## src/design/residue_pkg.sv

```systemverilog
package residue_pkg;

  localparam int unsigned modulus = 113;
  localparam int unsigned fold_weight = 15;  // 2^7 mod 113

  typedef logic [6:0] residue_t;  // always holds 0 to 112 at a module boundary
  typedef logic [5:0] chunk_t;
  typedef logic [10:0] partial_t;  // up to eighteen chunk residues before folding

  // weight of the chunk at a given index, 2^(6*index) mod 113
  function automatic int unsigned chunk_weight(input int unsigned index);
    int unsigned w;
    w = 1;
    for (int unsigned i = 0; i < index; i++)
    begin
      w = (w * 64) % modulus;
    end
    return w;
  endfunction

  // residue of 2^width, the factor that moves the running residue past one word
  function automatic int unsigned shift_residue(input int unsigned width);
    int unsigned w;
    w = 1;
    for (int unsigned i = 0; i < width; i++)
    begin
      w = (w * 2) % modulus;
    end
    return w;
  endfunction

endpackage

```

## src/design/stream_pkg.sv

```systemverilog
package stream_pkg;

  localparam int unsigned beat_data_w = 200;  // default operand width of the engine

  typedef struct packed {
    logic [beat_data_w-1:0] data;
    logic                   first;
    logic                   last;
  } word_beat_t;

  // one word's residue, still carrying the message framing
  typedef struct packed {
    residue_pkg::residue_t residue;
    logic                  first;
    logic                  last;
  } reduced_word_t;

  typedef struct packed {
    residue_pkg::residue_t residue;
  } message_result_t;

endpackage

```

## src/design/chunk_residue.sv

```systemverilog
module chunk_residue #(
  parameter int unsigned chunk_idx = 0
) (
  input  residue_pkg::chunk_t   chunk,
  output residue_pkg::residue_t residue
);

  localparam int unsigned weight = residue_pkg::chunk_weight(chunk_idx);
  localparam int unsigned entry_w = $bits(residue_pkg::residue_t);
  localparam int unsigned entries = 2 ** $bits(residue_pkg::chunk_t);

  // entry c holds (c * weight) mod 113, packed lowest entry first
  function automatic logic [entries*entry_w-1:0] build_table();
    logic [entries*entry_w-1:0] t;
    t = '0;
    for (int unsigned c = 0; c < entries; c++)
    begin
      t[c*entry_w +: entry_w] = residue_pkg::residue_t'((c * weight) % residue_pkg::modulus);
    end
    return t;
  endfunction

  localparam logic [entries*entry_w-1:0] lut = build_table();

  assign residue = lut[chunk*entry_w +: entry_w];  // plain ROM lookup, no arithmetic left

endmodule

```

## src/design/operand_reducer.sv

```systemverilog
module operand_reducer #(
  parameter int unsigned operand_w = 200
) (
  input  logic                      clk,
  input  logic                      rst_n,
  input  logic                      beat_valid,
  input  stream_pkg::word_beat_t    beat,
  output logic                      red_valid,
  output stream_pkg::reduced_word_t red
);

  localparam int unsigned n_chunks = (operand_w + 5) / 6;
  localparam int unsigned op_pad_w = n_chunks * 6;
  // eighteen residues of at most 112 stay below 2048 and fit a partial_t
  localparam int unsigned n_parts = (n_chunks + 17) / 18;
  localparam int unsigned n_slots = n_parts * 18;
  localparam int unsigned n_triples = n_parts * 6;
  localparam int unsigned fold_w = $clog2(n_parts * 352 + 1);

  logic [op_pad_w-1:0]   operand;
  residue_pkg::residue_t chunk_res [n_slots];
  residue_pkg::residue_t chunk_res_q [n_slots];
  logic                  valid_q;
  logic                  first_q;
  logic                  last_q;
  logic [8:0]            triple_sum [n_triples];
  residue_pkg::partial_t part_sum [n_parts];
  logic [fold_w-1:0]     fold_sum;
  logic [fold_w-1:0]     refold;
  residue_pkg::residue_t word_res;

  // 128 = 15 (mod 113), so bits from 7 upward are worth 15 each step
  function automatic logic [8:0] fold_partial(input residue_pkg::partial_t v);
    return 9'(v[5:0]) + 9'({v[6], 6'b0}) + 9'(v[10:7]) * 9'(residue_pkg::fold_weight);
  endfunction

  assign operand = op_pad_w'(beat.data[operand_w-1:0]);  // top chunk is zero padded

  for (genvar i = 0; i < n_slots; i++)
  begin : g_chunk
    if (i < n_chunks)
    begin : g_map
      chunk_residue #(
        .chunk_idx(i)
      ) chunk_residue_i (
        .chunk  (operand[i*6 +: 6]),
        .residue(chunk_res[i])
      );
    end
    else
    begin : g_pad
      assign chunk_res[i] = '0;
    end
  end

  // stage 1 holds every chunk residue of the accepted word
  always_ff @(posedge clk)
  begin
    if (!rst_n)
      valid_q <= 1'b0;
    else
      valid_q <= beat_valid;
  end

  always_ff @(posedge clk)
  begin
    if (beat_valid)
    begin
      chunk_res_q <= chunk_res;
      first_q <= beat.first;
      last_q <= beat.last;
    end
  end

  always_comb
  begin
    for (int t = 0; t < n_triples; t++)
    begin
      triple_sum[t] = 9'(chunk_res_q[3*t]) + 9'(chunk_res_q[3*t+1]) + 9'(chunk_res_q[3*t+2]);
    end

    for (int p = 0; p < n_parts; p++)
    begin
      part_sum[p] = '0;
      for (int k = 0; k < 6; k++)
      begin
        part_sum[p] = part_sum[p] + residue_pkg::partial_t'(triple_sum[6*p+k]);
      end
    end

    fold_sum = '0;
    for (int p = 0; p < n_parts; p++)
    begin
      fold_sum = fold_sum + fold_w'(fold_partial(part_sum[p]));
    end

    // second fold brings the value under 226, so a single subtract finishes it
    refold = fold_w'(fold_sum[5:0]) + fold_w'({fold_sum[6], 6'b0})
           + fold_w'(fold_sum[fold_w-1:7]) * fold_w'(residue_pkg::fold_weight);

    if (refold >= fold_w'(residue_pkg::modulus))
      word_res = residue_pkg::residue_t'(refold - fold_w'(residue_pkg::modulus));
    else
      word_res = residue_pkg::residue_t'(refold);
  end

  // stage 2 presents the reduced word
  always_ff @(posedge clk)
  begin
    if (!rst_n)
      red_valid <= 1'b0;
    else
      red_valid <= valid_q;
  end

  always_ff @(posedge clk)
  begin
    if (valid_q)
      red <= '{residue: word_res, first: first_q, last: last_q};
  end

endmodule

```

## src/design/message_accumulator.sv

```systemverilog
module message_accumulator #(
  parameter int unsigned operand_w = 200
) (
  input  logic                        clk,
  input  logic                        rst_n,
  input  logic                        red_valid,
  input  stream_pkg::reduced_word_t   red,
  output logic                        result_valid,
  output stream_pkg::message_result_t result
);

  localparam int unsigned word_shift = residue_pkg::shift_residue(operand_w);

  residue_pkg::residue_t acc_q;
  residue_pkg::residue_t acc_next;
  logic [13:0]           product;
  logic [13:0]           fold_1;
  logic [13:0]           fold_2;
  logic [13:0]           fold_3;

  // one step of the 128 = 15 (mod 113) fold on a 14-bit value
  function automatic logic [13:0] fold15(input logic [13:0] v);
    return 14'(v[6:0]) + 14'(v[13:7]) * 14'(residue_pkg::fold_weight);
  endfunction

  // an earlier word moves up by one operand width, so it is scaled by 2^operand_w
  assign product = 14'(acc_q) * 14'(word_shift) + 14'(red.residue);

  // three folds take the sum from under 12657 down to under 158
  assign fold_1 = fold15(product);
  assign fold_2 = fold15(fold_1);
  assign fold_3 = fold15(fold_2);

  always_comb
  begin
    if (red.first)
      acc_next = red.residue;  // a new message ignores whatever came before
    else if (fold_3 >= 14'(residue_pkg::modulus))
      acc_next = residue_pkg::residue_t'(fold_3 - 14'(residue_pkg::modulus));
    else
      acc_next = residue_pkg::residue_t'(fold_3);
  end

  always_ff @(posedge clk)
  begin
    if (!rst_n)
    begin
      acc_q <= '0;
      result_valid <= 1'b0;
    end
    else
    begin
      result_valid <= red_valid && red.last;
      if (red_valid)
        acc_q <= acc_next;
    end
  end

  // the register already holds the message residue on the result cycle
  assign result = '{residue: acc_q};

endmodule

```

## src/design/residue_engine.sv

```systemverilog
module residue_engine #(
  parameter int unsigned operand_w = 200
) (
  input  logic                        clk,
  input  logic                        rst_n,
  input  logic                        beat_valid,
  input  stream_pkg::word_beat_t      beat,
  output logic                        result_valid,
  output stream_pkg::message_result_t result
);

  logic                      red_valid;
  stream_pkg::reduced_word_t red;

  // two cycles to reduce one word
  operand_reducer #(
    .operand_w(operand_w)
  ) reducer_i (
    .clk       (clk),
    .rst_n     (rst_n),
    .beat_valid(beat_valid),
    .beat      (beat),
    .red_valid (red_valid),
    .red       (red)
  );

  // one more cycle to fold the word into its message
  message_accumulator #(
    .operand_w(operand_w)
  ) accumulator_i (
    .clk         (clk),
    .rst_n       (rst_n),
    .red_valid   (red_valid),
    .red         (red),
    .result_valid(result_valid),
    .result      (result)
  );

endmodule

```

## config.mk

```make
export PLATFORM = sky130hd
export DESIGN_NAME = residue_engine
export DESIGN_NICKNAME = d
export VERILOG_FILES = /design/src/design/residue_pkg.sv /design/src/design/stream_pkg.sv /design/src/design/chunk_residue.sv /design/src/design/operand_reducer.sv /design/src/design/message_accumulator.sv /design/src/design/residue_engine.sv
export SDC_FILE = /design/constraint.sdc
export NUM_CORES = 1
export LEC_CHECK = 0
export ABC_AREA = 1
export ABC_CLOCK_PERIOD_IN_PS = 15700
export BUFFER_PORTS_ARGS = -buffer_cell sky130_fd_sc_hd__buf_4
export CAP_MARGIN = 5
export CORE_MARGIN = 8
export CORE_UTILIZATION = 30
export DETAILED_ROUTE_END_ITERATION = 7
export SETUP_SLACK_MARGIN = 0.2
export SLEW_MARGIN = 20
export SYNTH_ARGS = -nofsm -noshare
export SYNTH_HDL_FRONTEND = slang
export SYNTH_HIERARCHICAL = 1
export SYNTH_SLANG_ARGS = --single-unit
```

## constraint.sdc

```tcl
create_clock -name clk -period 15.7 [get_ports clk]
set_clock_uncertainty 0.15 [all_clocks]
set_input_delay 1.57 -clock clk [delete_from_list [all_inputs] [get_ports clk]]
set_output_delay 1.57 -clock clk [all_outputs]
set_load 0.005 [all_outputs]
```

# ---- After elaboration in Yosys (flattened, before gate mapping)
# Index checks and enable logic that the tools add are counted.
dict set report totals {
  reg_bits 259
  latchBits 0
  ram_bits 0
  romBits 0
  input_bits 205
  out_inout_bits 8
  word_cells 168
  memories 0
}
dict set report op_classes {
  n_addsub 45
  n_mul 40
  div_mod_pow 0
  magnitude_cmp 2
  eq_ne 0
  shifts 34
  muxes 3
  bitwise 0
  reduce_logical 1
}
# op n
set op_table {}
lappend op_table {{$shiftx 448x10->7 const A} 34}
lappend op_table {{$mul 6x3->9 const B} 33}
lappend op_table {{$add 9x7->9} 11}
lappend op_table {{$add 7x7->8} 11}
lappend op_table {{$add 11x9->11} 7}
lappend op_table {{$add 7x11->12} 3}
lappend op_table {{$mul 7x4->11 const B} 3}
lappend op_table {{$add 9x9->10} 3}
lappend op_table {{$add 6x7->8} 3}
lappend op_table {{$mux 7} 3}
lappend op_table {{$add 9x8->9} 2}
lappend op_table {{$mul 4x4->8 const B} 2}
lappend op_table {{$sub 7x7->7 const B} 2}
lappend op_table {{$add 11x7->12} 1}
lappend op_table {{$ge 12x7->1 const B} 1}
lappend op_table {{$add 11x7->11} 1}
lappend op_table {{$ge 10x7->1 const B} 1}
lappend op_table {{$add 8x7->9} 1}
lappend op_table {{$mul 3x4->7 const B} 1}
lappend op_table {{$mul 2x3->5 const B} 1}
lappend op_table {{$logic_and 1x1->1} 1}

# ---- Depth between registers and ports, before layout
dict set report depth {
  ltp_word 14
  depth_mapped 56
  ltp_nobuf 56
}

# ---- Modules after synthesis
# Netlist, hierarchy kept.
# module instances cells_each area_per_inst_um2 seq_area_each_um2
set by_module_without_submodules {}
lappend by_module_without_submodules {operand_reducer 1 1190 15860.2 7517.2}
lappend by_module_without_submodules {{chunk_residue at reducer_i.g_chunk[15].g_map.chunk_residue_i ...} 3 139 820.8 0.0}
lappend by_module_without_submodules {message_accumulator 1 287 2115.8 160.2}
lappend by_module_without_submodules {{chunk_residue at reducer_i.g_chunk[17].g_map.chunk_residue_i ...} 3 126 683.2 0.0}
lappend by_module_without_submodules {{chunk_residue at reducer_i.g_chunk[13].g_map.chunk_residue_i ...} 2 158 844.6 0.0}
lappend by_module_without_submodules {{chunk_residue at reducer_i.g_chunk[10].g_map.chunk_residue_i ...} 2 117 594.3 0.0}
lappend by_module_without_submodules {{chunk_residue at reducer_i.g_chunk[32].g_map.chunk_residue_i ...} 2 107 583.1 0.0}
lappend by_module_without_submodules {{chunk_residue at reducer_i.g_chunk[11].g_map.chunk_residue_i ...} 2 102 544.3 0.0}
lappend by_module_without_submodules {{chunk_residue at reducer_i.g_chunk[16].g_map.chunk_residue_i ...} 3 62 325.3 0.0}
lappend by_module_without_submodules {{chunk_residue at reducer_i.g_chunk[19].g_map.chunk_residue_i ...} 3 57 289.0 0.0}
lappend by_module_without_submodules {{chunk_residue at reducer_i.g_chunk[20].g_map.chunk_residue_i} 1 150 763.2 0.0}
lappend by_module_without_submodules {{chunk_residue at reducer_i.g_chunk[6].g_map.chunk_residue_i} 1 153 759.5 0.0}
lappend by_module_without_submodules {{chunk_residue at reducer_i.g_chunk[22].g_map.chunk_residue_i} 1 140 726.9 0.0}
lappend by_module_without_submodules {{chunk_residue at reducer_i.g_chunk[8].g_map.chunk_residue_i} 1 136 691.9 0.0}
lappend by_module_without_submodules {{+5 rows} n/a n/a n/a n/a}

# ---- Least setup slack after synthesis
# No wires, ideal clock.
dict set report synth_timing {
  path_kind {register to register}
  start {register reducer_i/chunk_res_q[58] in the netlist's numbering}
  end {register reducer_i/red[5] (netlist name)}
  setup_ns 0.262
  arrival_time_ns 10.660
  slack_ns 4.627
  stages_incl_launch_ff 46
  path_buffers 1
  path_cell_list {edfxtp_1 > fa_1 > inv_1 > fa_1 > inv_1 > fa_1 > fa_1 > fa_1 > inv_1 > fa_1 > inv_1 > ha_1 > inv_1 > fa_1 > inv_1 > nand4_1 > nand4_1 > nand2_1 > (+10 left out) > nand2_1 > a21oi_1 > nor2_1 > xor2_1 > inv_1 > fa_1 > inv_1 > fa_1 > inv_1 > fa_1 > xnor2_2 > nand3_2 > or2_0 > nand3_2 > nand2_2 > buf_6 > nand2_1 > o21ai_2}
}
dict set report synth_via {
  elab_chain_cells 12
  word_cells_on_any_way 15
  cone_classes {add/sub (11); mul (2); order compare (1); mux (1)}
}
# element line
set synth_lines {}
lappend synth_lines {{start, declared} operand_reducer.sv:22} ;# residue_pkg::residue_t chunk_res_q [n_slots];
lappend synth_lines {{start signal, assigned} operand_reducer.sv:69} ;# chunk_res_q <= chunk_res;
lappend synth_lines {{$add 7x7->8 *} operand_reducer.sv:79} ;# triple_sum[t] = 9'(chunk_res_q[3*t]) + 9'(chunk_res_q[3*t+1]) + 9'(chunk_res_q[3*t+2]);
lappend synth_lines {{$add 9x7->9 *} operand_reducer.sv:79}
lappend synth_lines {{$add 11x9->11 * (2 in series)} operand_reducer.sv:87} ;# part_sum[p] = part_sum[p] + residue_pkg::partial_t'(triple_sum[6*p+k]);
lappend synth_lines {{$add 11x7->11 *} operand_reducer.sv:87}
lappend synth_lines {{$mul 4x4->8 or $add 6x7->8 (tied branches)} operand_reducer.sv:34} ;# return 9'(v[5:0]) + 9'({v[6], 6'b0}) + 9'(v[10:7]) * 9'(residue_pkg::fold_weight);
lappend synth_lines {{$add 9x8->9 *} operand_reducer.sv:34}
lappend synth_lines {{$add 9x9->10 *} operand_reducer.sv:94} ;# fold_sum = fold_sum + fold_w'(fold_partial(part_sum[p]));
lappend synth_lines {{$mul 3x4->7 or $add 6x7->8 (tied branches)} {operand_reducer.sv:99, operand_reducer.sv:98}}
lappend synth_lines {{$add 8x7->9 *} operand_reducer.sv:99} ;# + fold_w'(fold_sum[fold_w-1:7]) * fold_w'(residue_pkg::fold_weight);
lappend synth_lines {{$ge 10x7->1 or $sub 7x7->7 (tied branches)} {operand_reducer.sv:101, operand_reducer.sv:102}}
lappend synth_lines {{$mux 7 *} operand_reducer.sv:101} ;# if (refold >= fold_w'(residue_pkg::modulus))
lappend synth_lines {{via reducer_i.word_res[3]} operand_reducer.sv:30} ;# residue_pkg::residue_t word_res;
# The timed path passes the listed nets; every way through them passes the cells marked *.
# A chain may end at the register's enable or synchronous reset.

# ---- Worst setup path after layout
dict set report layout_timing {
  start {register reducer_i/chunk_res_q[100] in the netlist's numbering}
  end {register reducer_i/red[3] (netlist name)}
}
dict set report layout_via {
  elab_chain_cells 14
  word_cells_on_any_way 17
  cone_classes {add/sub (13); mul (2); order compare (1); mux (1)}
}
# element line
set layout_lines {}
lappend layout_lines {{$add 7x7->8 *} operand_reducer.sv:79}
lappend layout_lines {{$add 9x7->9 *} operand_reducer.sv:79}
lappend layout_lines {{$add 9x9->10 *} operand_reducer.sv:87}
lappend layout_lines {{$add 11x9->11 * (3 in series)} operand_reducer.sv:87}
lappend layout_lines {{$add 11x7->11 *} operand_reducer.sv:87}
lappend layout_lines {{$mul 4x4->8 or $add 6x7->8 (tied branches)} operand_reducer.sv:34}
lappend layout_lines {{$add 9x8->9 *} operand_reducer.sv:34}
lappend layout_lines {{$add 9x9->10 *} operand_reducer.sv:94}
lappend layout_lines {{$mul 3x4->7 or $add 6x7->8 (tied branches)} {operand_reducer.sv:99, operand_reducer.sv:98}}
lappend layout_lines {{$add 8x7->9 *} operand_reducer.sv:99}
lappend layout_lines {{$ge 10x7->1 or $sub 7x7->7 (tied branches)} {operand_reducer.sv:101, operand_reducer.sv:102}}
lappend layout_lines {{$mux 7 *} operand_reducer.sv:101}
lappend layout_lines {{via reducer_i.word_res[1]} operand_reducer.sv:30}
# Marks and branches as above.

==> results by group <==
Outcome
  • Status: finished clean

Global routing
  • GR Util All Layers: 13.7%
  • First-pass GRT wire length: 144 mm
  • Congestion Overflow GR: 0
  • Largest net degree at the start of global routing: 104
  • Vias in the first global route: 27600
  • Initial antenna violation count: 7

Setup path
  • Most frequent CP cell: fa_1
  • R2r endpoint: reducer_i/red[3]$_DFFE_PP_
  • Crit path DAT: 11.97 ns
  • Worst reg-to-reg path cell count: 47
  • WP data required: 15.88 ns
  • CP Capture Type: flop
  • R2R Path Start: reducer_i/chunk_res_q[100]$_DFFE_PP_
  • Largest stage delay, worst path: 0.62 ns
  • FF-to-FF setup slack: 3.91 ns
  • Startpoint types: flop
  • CP max FO: 11
  • Crit-path slowest cell: fa_1
  • CP Class: reg2reg

Floorplan
  • Row count: 124
  • Die width: 356 um
  • I/O pin cnt: 213
  • Die Area: 127000 um^2
  • Die height: 356 um
  • Core Footprint: 115000 um^2
  • Initial Utilization: 30.3%

STA
  • Final Cycle Share: 75.1%
  • TNS Setup: 0 ns
  • Final hold vios: 0
  • Final slew viol count: 0
  • RSZ-0062 raised after global routing: no
  • Max Freq: 0.0848 GHz
  • Least-Margin Pin Slew: 0.993 ns
  • Max_slew headroom: 33.8%
  • Setup violations, final: 0
  • Fin crit period: 11.79 ns

CTS
  • Max Root-Sink Buffers: 3
  • # resized after CTS: 0
  • CTS tree: built
  • Clk slew on worst S/H paths: 0.06 ns
  • # Post-CTS Setup Buffers: 0
  • H-tree Lvls: 1
  • Root Buffer: clkbuf_16
  • Total CTS buffers: 31
  • Hold-fix buffers, CTS: 0
  • Clock latency on the worst-skew pair: 0.59 ns
  • Clk sink count: 259

Cells and area
  • Area Growth Syn to Fin: 9.21%
  • Layout Nets: 5542
  • Share of layout cells above drive strength 1: 10.3%
  • FILL cells: 12200

Synthesis
  • Cells after synthesis: 4613
  • Leading area contributor after synthesis: edfxtp_1
  • #FFs+latches synth: 259
  • Netlist cell types: 61
  • Cell Area, Synth: 34700 um^2
  • Post-synth ARST share: 0%
  • Synth top area cells: edfxtp_1 (22%), fa_1 (14%), nand2_1 (14%), ha_1 (13%), inv_1 (8.3%)
  • EDFF count, synth: 249
  • Sequential cell area fraction in the yosys report: 22.1%
  • Share of the synthesized area in the top cell type: 21.5%
  • Syn Area/Cell: 7.52 um^2
  • Synth Flop Type: edfxtp_1
  • Synth warn: 6

Run
  • # Max-Cap Violations: 0

Place
  • Final HPWL DP: 73.2 mm
  • I/O Buffers: 212
  • Routability cong.: 0.891

Worst hold path
  • Worst Hold End: reducer_i/red[0]$_DFFE_PP_
  • WHS Path Cells: 0
  • Worst Hold Class: reg2reg
  • HP Start: reducer_i/last_q$_DFFE_PP_

Detailed routing
  • Vias: 29000
  • WL final: 89.9 mm
  • Post-route ant nets: 0
  • Drt wl/cell: 14.4 um
  • Via/cell ratio: 4.63
  • Residual DRC: 0
  • DR pass1 iterations: 6
  • Initial drt markers: 1940
[metrics by stage]
step	utilization [%]	setup WS [ns]	area, um^2	instances	hold WS, ns
3_3_place_gp	32.2	4.03	36900	6199	0.260
4_1_cts	33.1	3.88	37900	6253	0.287
2_1_floorplan	-	4.63	34800	4628	0.250
3_5_place_dp	32.2	3.89	36900	6199	0.269
5_1_grt	33.1	3.23	37900	6255	0.290
6_report	33.1	3.91	37900	6257	0.286
[routing by layer]
metal / GRT usage (%) / vias up / wire, um
li1: - / 14800 / -
met5: 0 / - / 36
met1: 17.6 / 13400 / 39600
met3: 2.05 / 86 / 4250
met4: 2.37 / 6 / 1570
met2: 24.5 / 681 / 44500
[cells in the mapped netlist, drive strengths merged (10+ instances only)]
master  number
a21oi      183
o21bai      17
nor2       237
o21a        10
clkbuf      19
inv        832
edfxtp     249
dfxtp       10
o21ai      222
o211ai      47
or2         18
nand2     1376
ha         371
fa         246
xor2        32
nand4       32
nand3      501
nor3        12
buf        136
[sequential cells by signal, indices dropped and copies added (netlist names)]
name,cells
reducer_i/chunk_res_q,238
reducer_i/red,9
accumulator_i/result,7
accumulator_i/result_valid,1
reducer_i/first_q,1
reducer_i/last_q,1
reducer_i/red_valid,1
reducer_i/valid_q,1
[final cells by class]
type	instances	area [um^2]	share of cell area [%]
Antenna cell	4	10.0	0.0264
Clock buffer	36	795	2.10
Clock inverter	18	206	0.545
Inverter	836	3190	8.43
Multi-Input combinational cell	3378	22500	59.4
Sequential cell	259	7680	20.3
Tap cell	1512	1890	4.99
Timing Repair Buffer	214	1610	4.26
[cell usage in the layout (no fill, tap or decap), types with 10 or more instances in the layout]
| cell | instances |
|---|---|
| xor2_1 | 31 |
| buf_4 | 213 |
| nand2_2 | 49 |
| nand4_1 | 31 |
| o21ai_2 | 16 |
| conb_1 | 19 |
| nand3_2 | 17 |
| nor3_1 | 12 |
| ha_1 | 371 |
| nor2_1 | 208 |
| nor2_2 | 17 |
| edfxtp_1 | 249 |
| o21a_1 | 10 |
| clkbuf_16 | 31 |
| a21oi_1 | 170 |
| fa_1 | 246 |
| o211ai_1 | 41 |
| inv_2 | 55 |
| nand2_1 | 1311 |
| dfxtp_1 | 10 |
| inv_1 | 768 |
| a21oi_2 | 13 |
| nand3_1 | 483 |
| nand2_4 | 16 |
| o21bai_1 | 17 |
| o21ai_1 | 63 |
| o21ai_0 | 143 |
[worst max-delay path by stage]
stage,startpoint,end
floorplan,reducer_i/chunk_res_q[58]$_DFFE_PP_,reducer_i/red[5]$_DFFE_PP_
global placement,reducer_i/chunk_res_q[58]$_DFFE_PP_,reducer_i/red[5]$_DFFE_PP_
detailed placement,reducer_i/chunk_res_q[100]$_DFFE_PP_,reducer_i/red[5]$_DFFE_PP_
CTS,reducer_i/chunk_res_q[100]$_DFFE_PP_,reducer_i/red[3]$_DFFE_PP_
global route,reducer_i/chunk_res_q[58]$_DFFE_PP_,reducer_i/red[5]$_DFFE_PP_
finish,reducer_i/chunk_res_q[100]$_DFFE_PP_,reducer_i/red[3]$_DFFE_PP_
[cell families (layout without fill, tap and decap cells)]
kind of cell / Yosys count / in the layout / share of synthesized area (%)
adders and majority gates: 617 / 617 / 27.6
other: 4 / 23 / 0.0433
AOI/OAI and AO/OA: 508 / 508 / 8.44
xor gates and xnor gates: 41 / 41 / 1.08
buffers and inverters: 991 / 1104 / 13.2
and+or+nand+nor: 2193 / 2193 / 27.6
DFF: 259 / 259 / 22.1
[critical path, delay by kind of cell, from the launching register on]
kind / cells / cell delay [ns]
XOR/XNOR: 3 / 0.58
flip-flops: 1 / 0.33
buffers and inverters: 9 / 0.67
adder cells (fa/ha/maj): 17 / 7.62
AO/OA/AOI/OAI: 3 / 0.27
AND/OR/NAND/NOR: 15 / 1.88
Power is left out: the tool's default activity adds up to more than one toggle a clock period on the data nets, which glitch-free logic cannot reach.
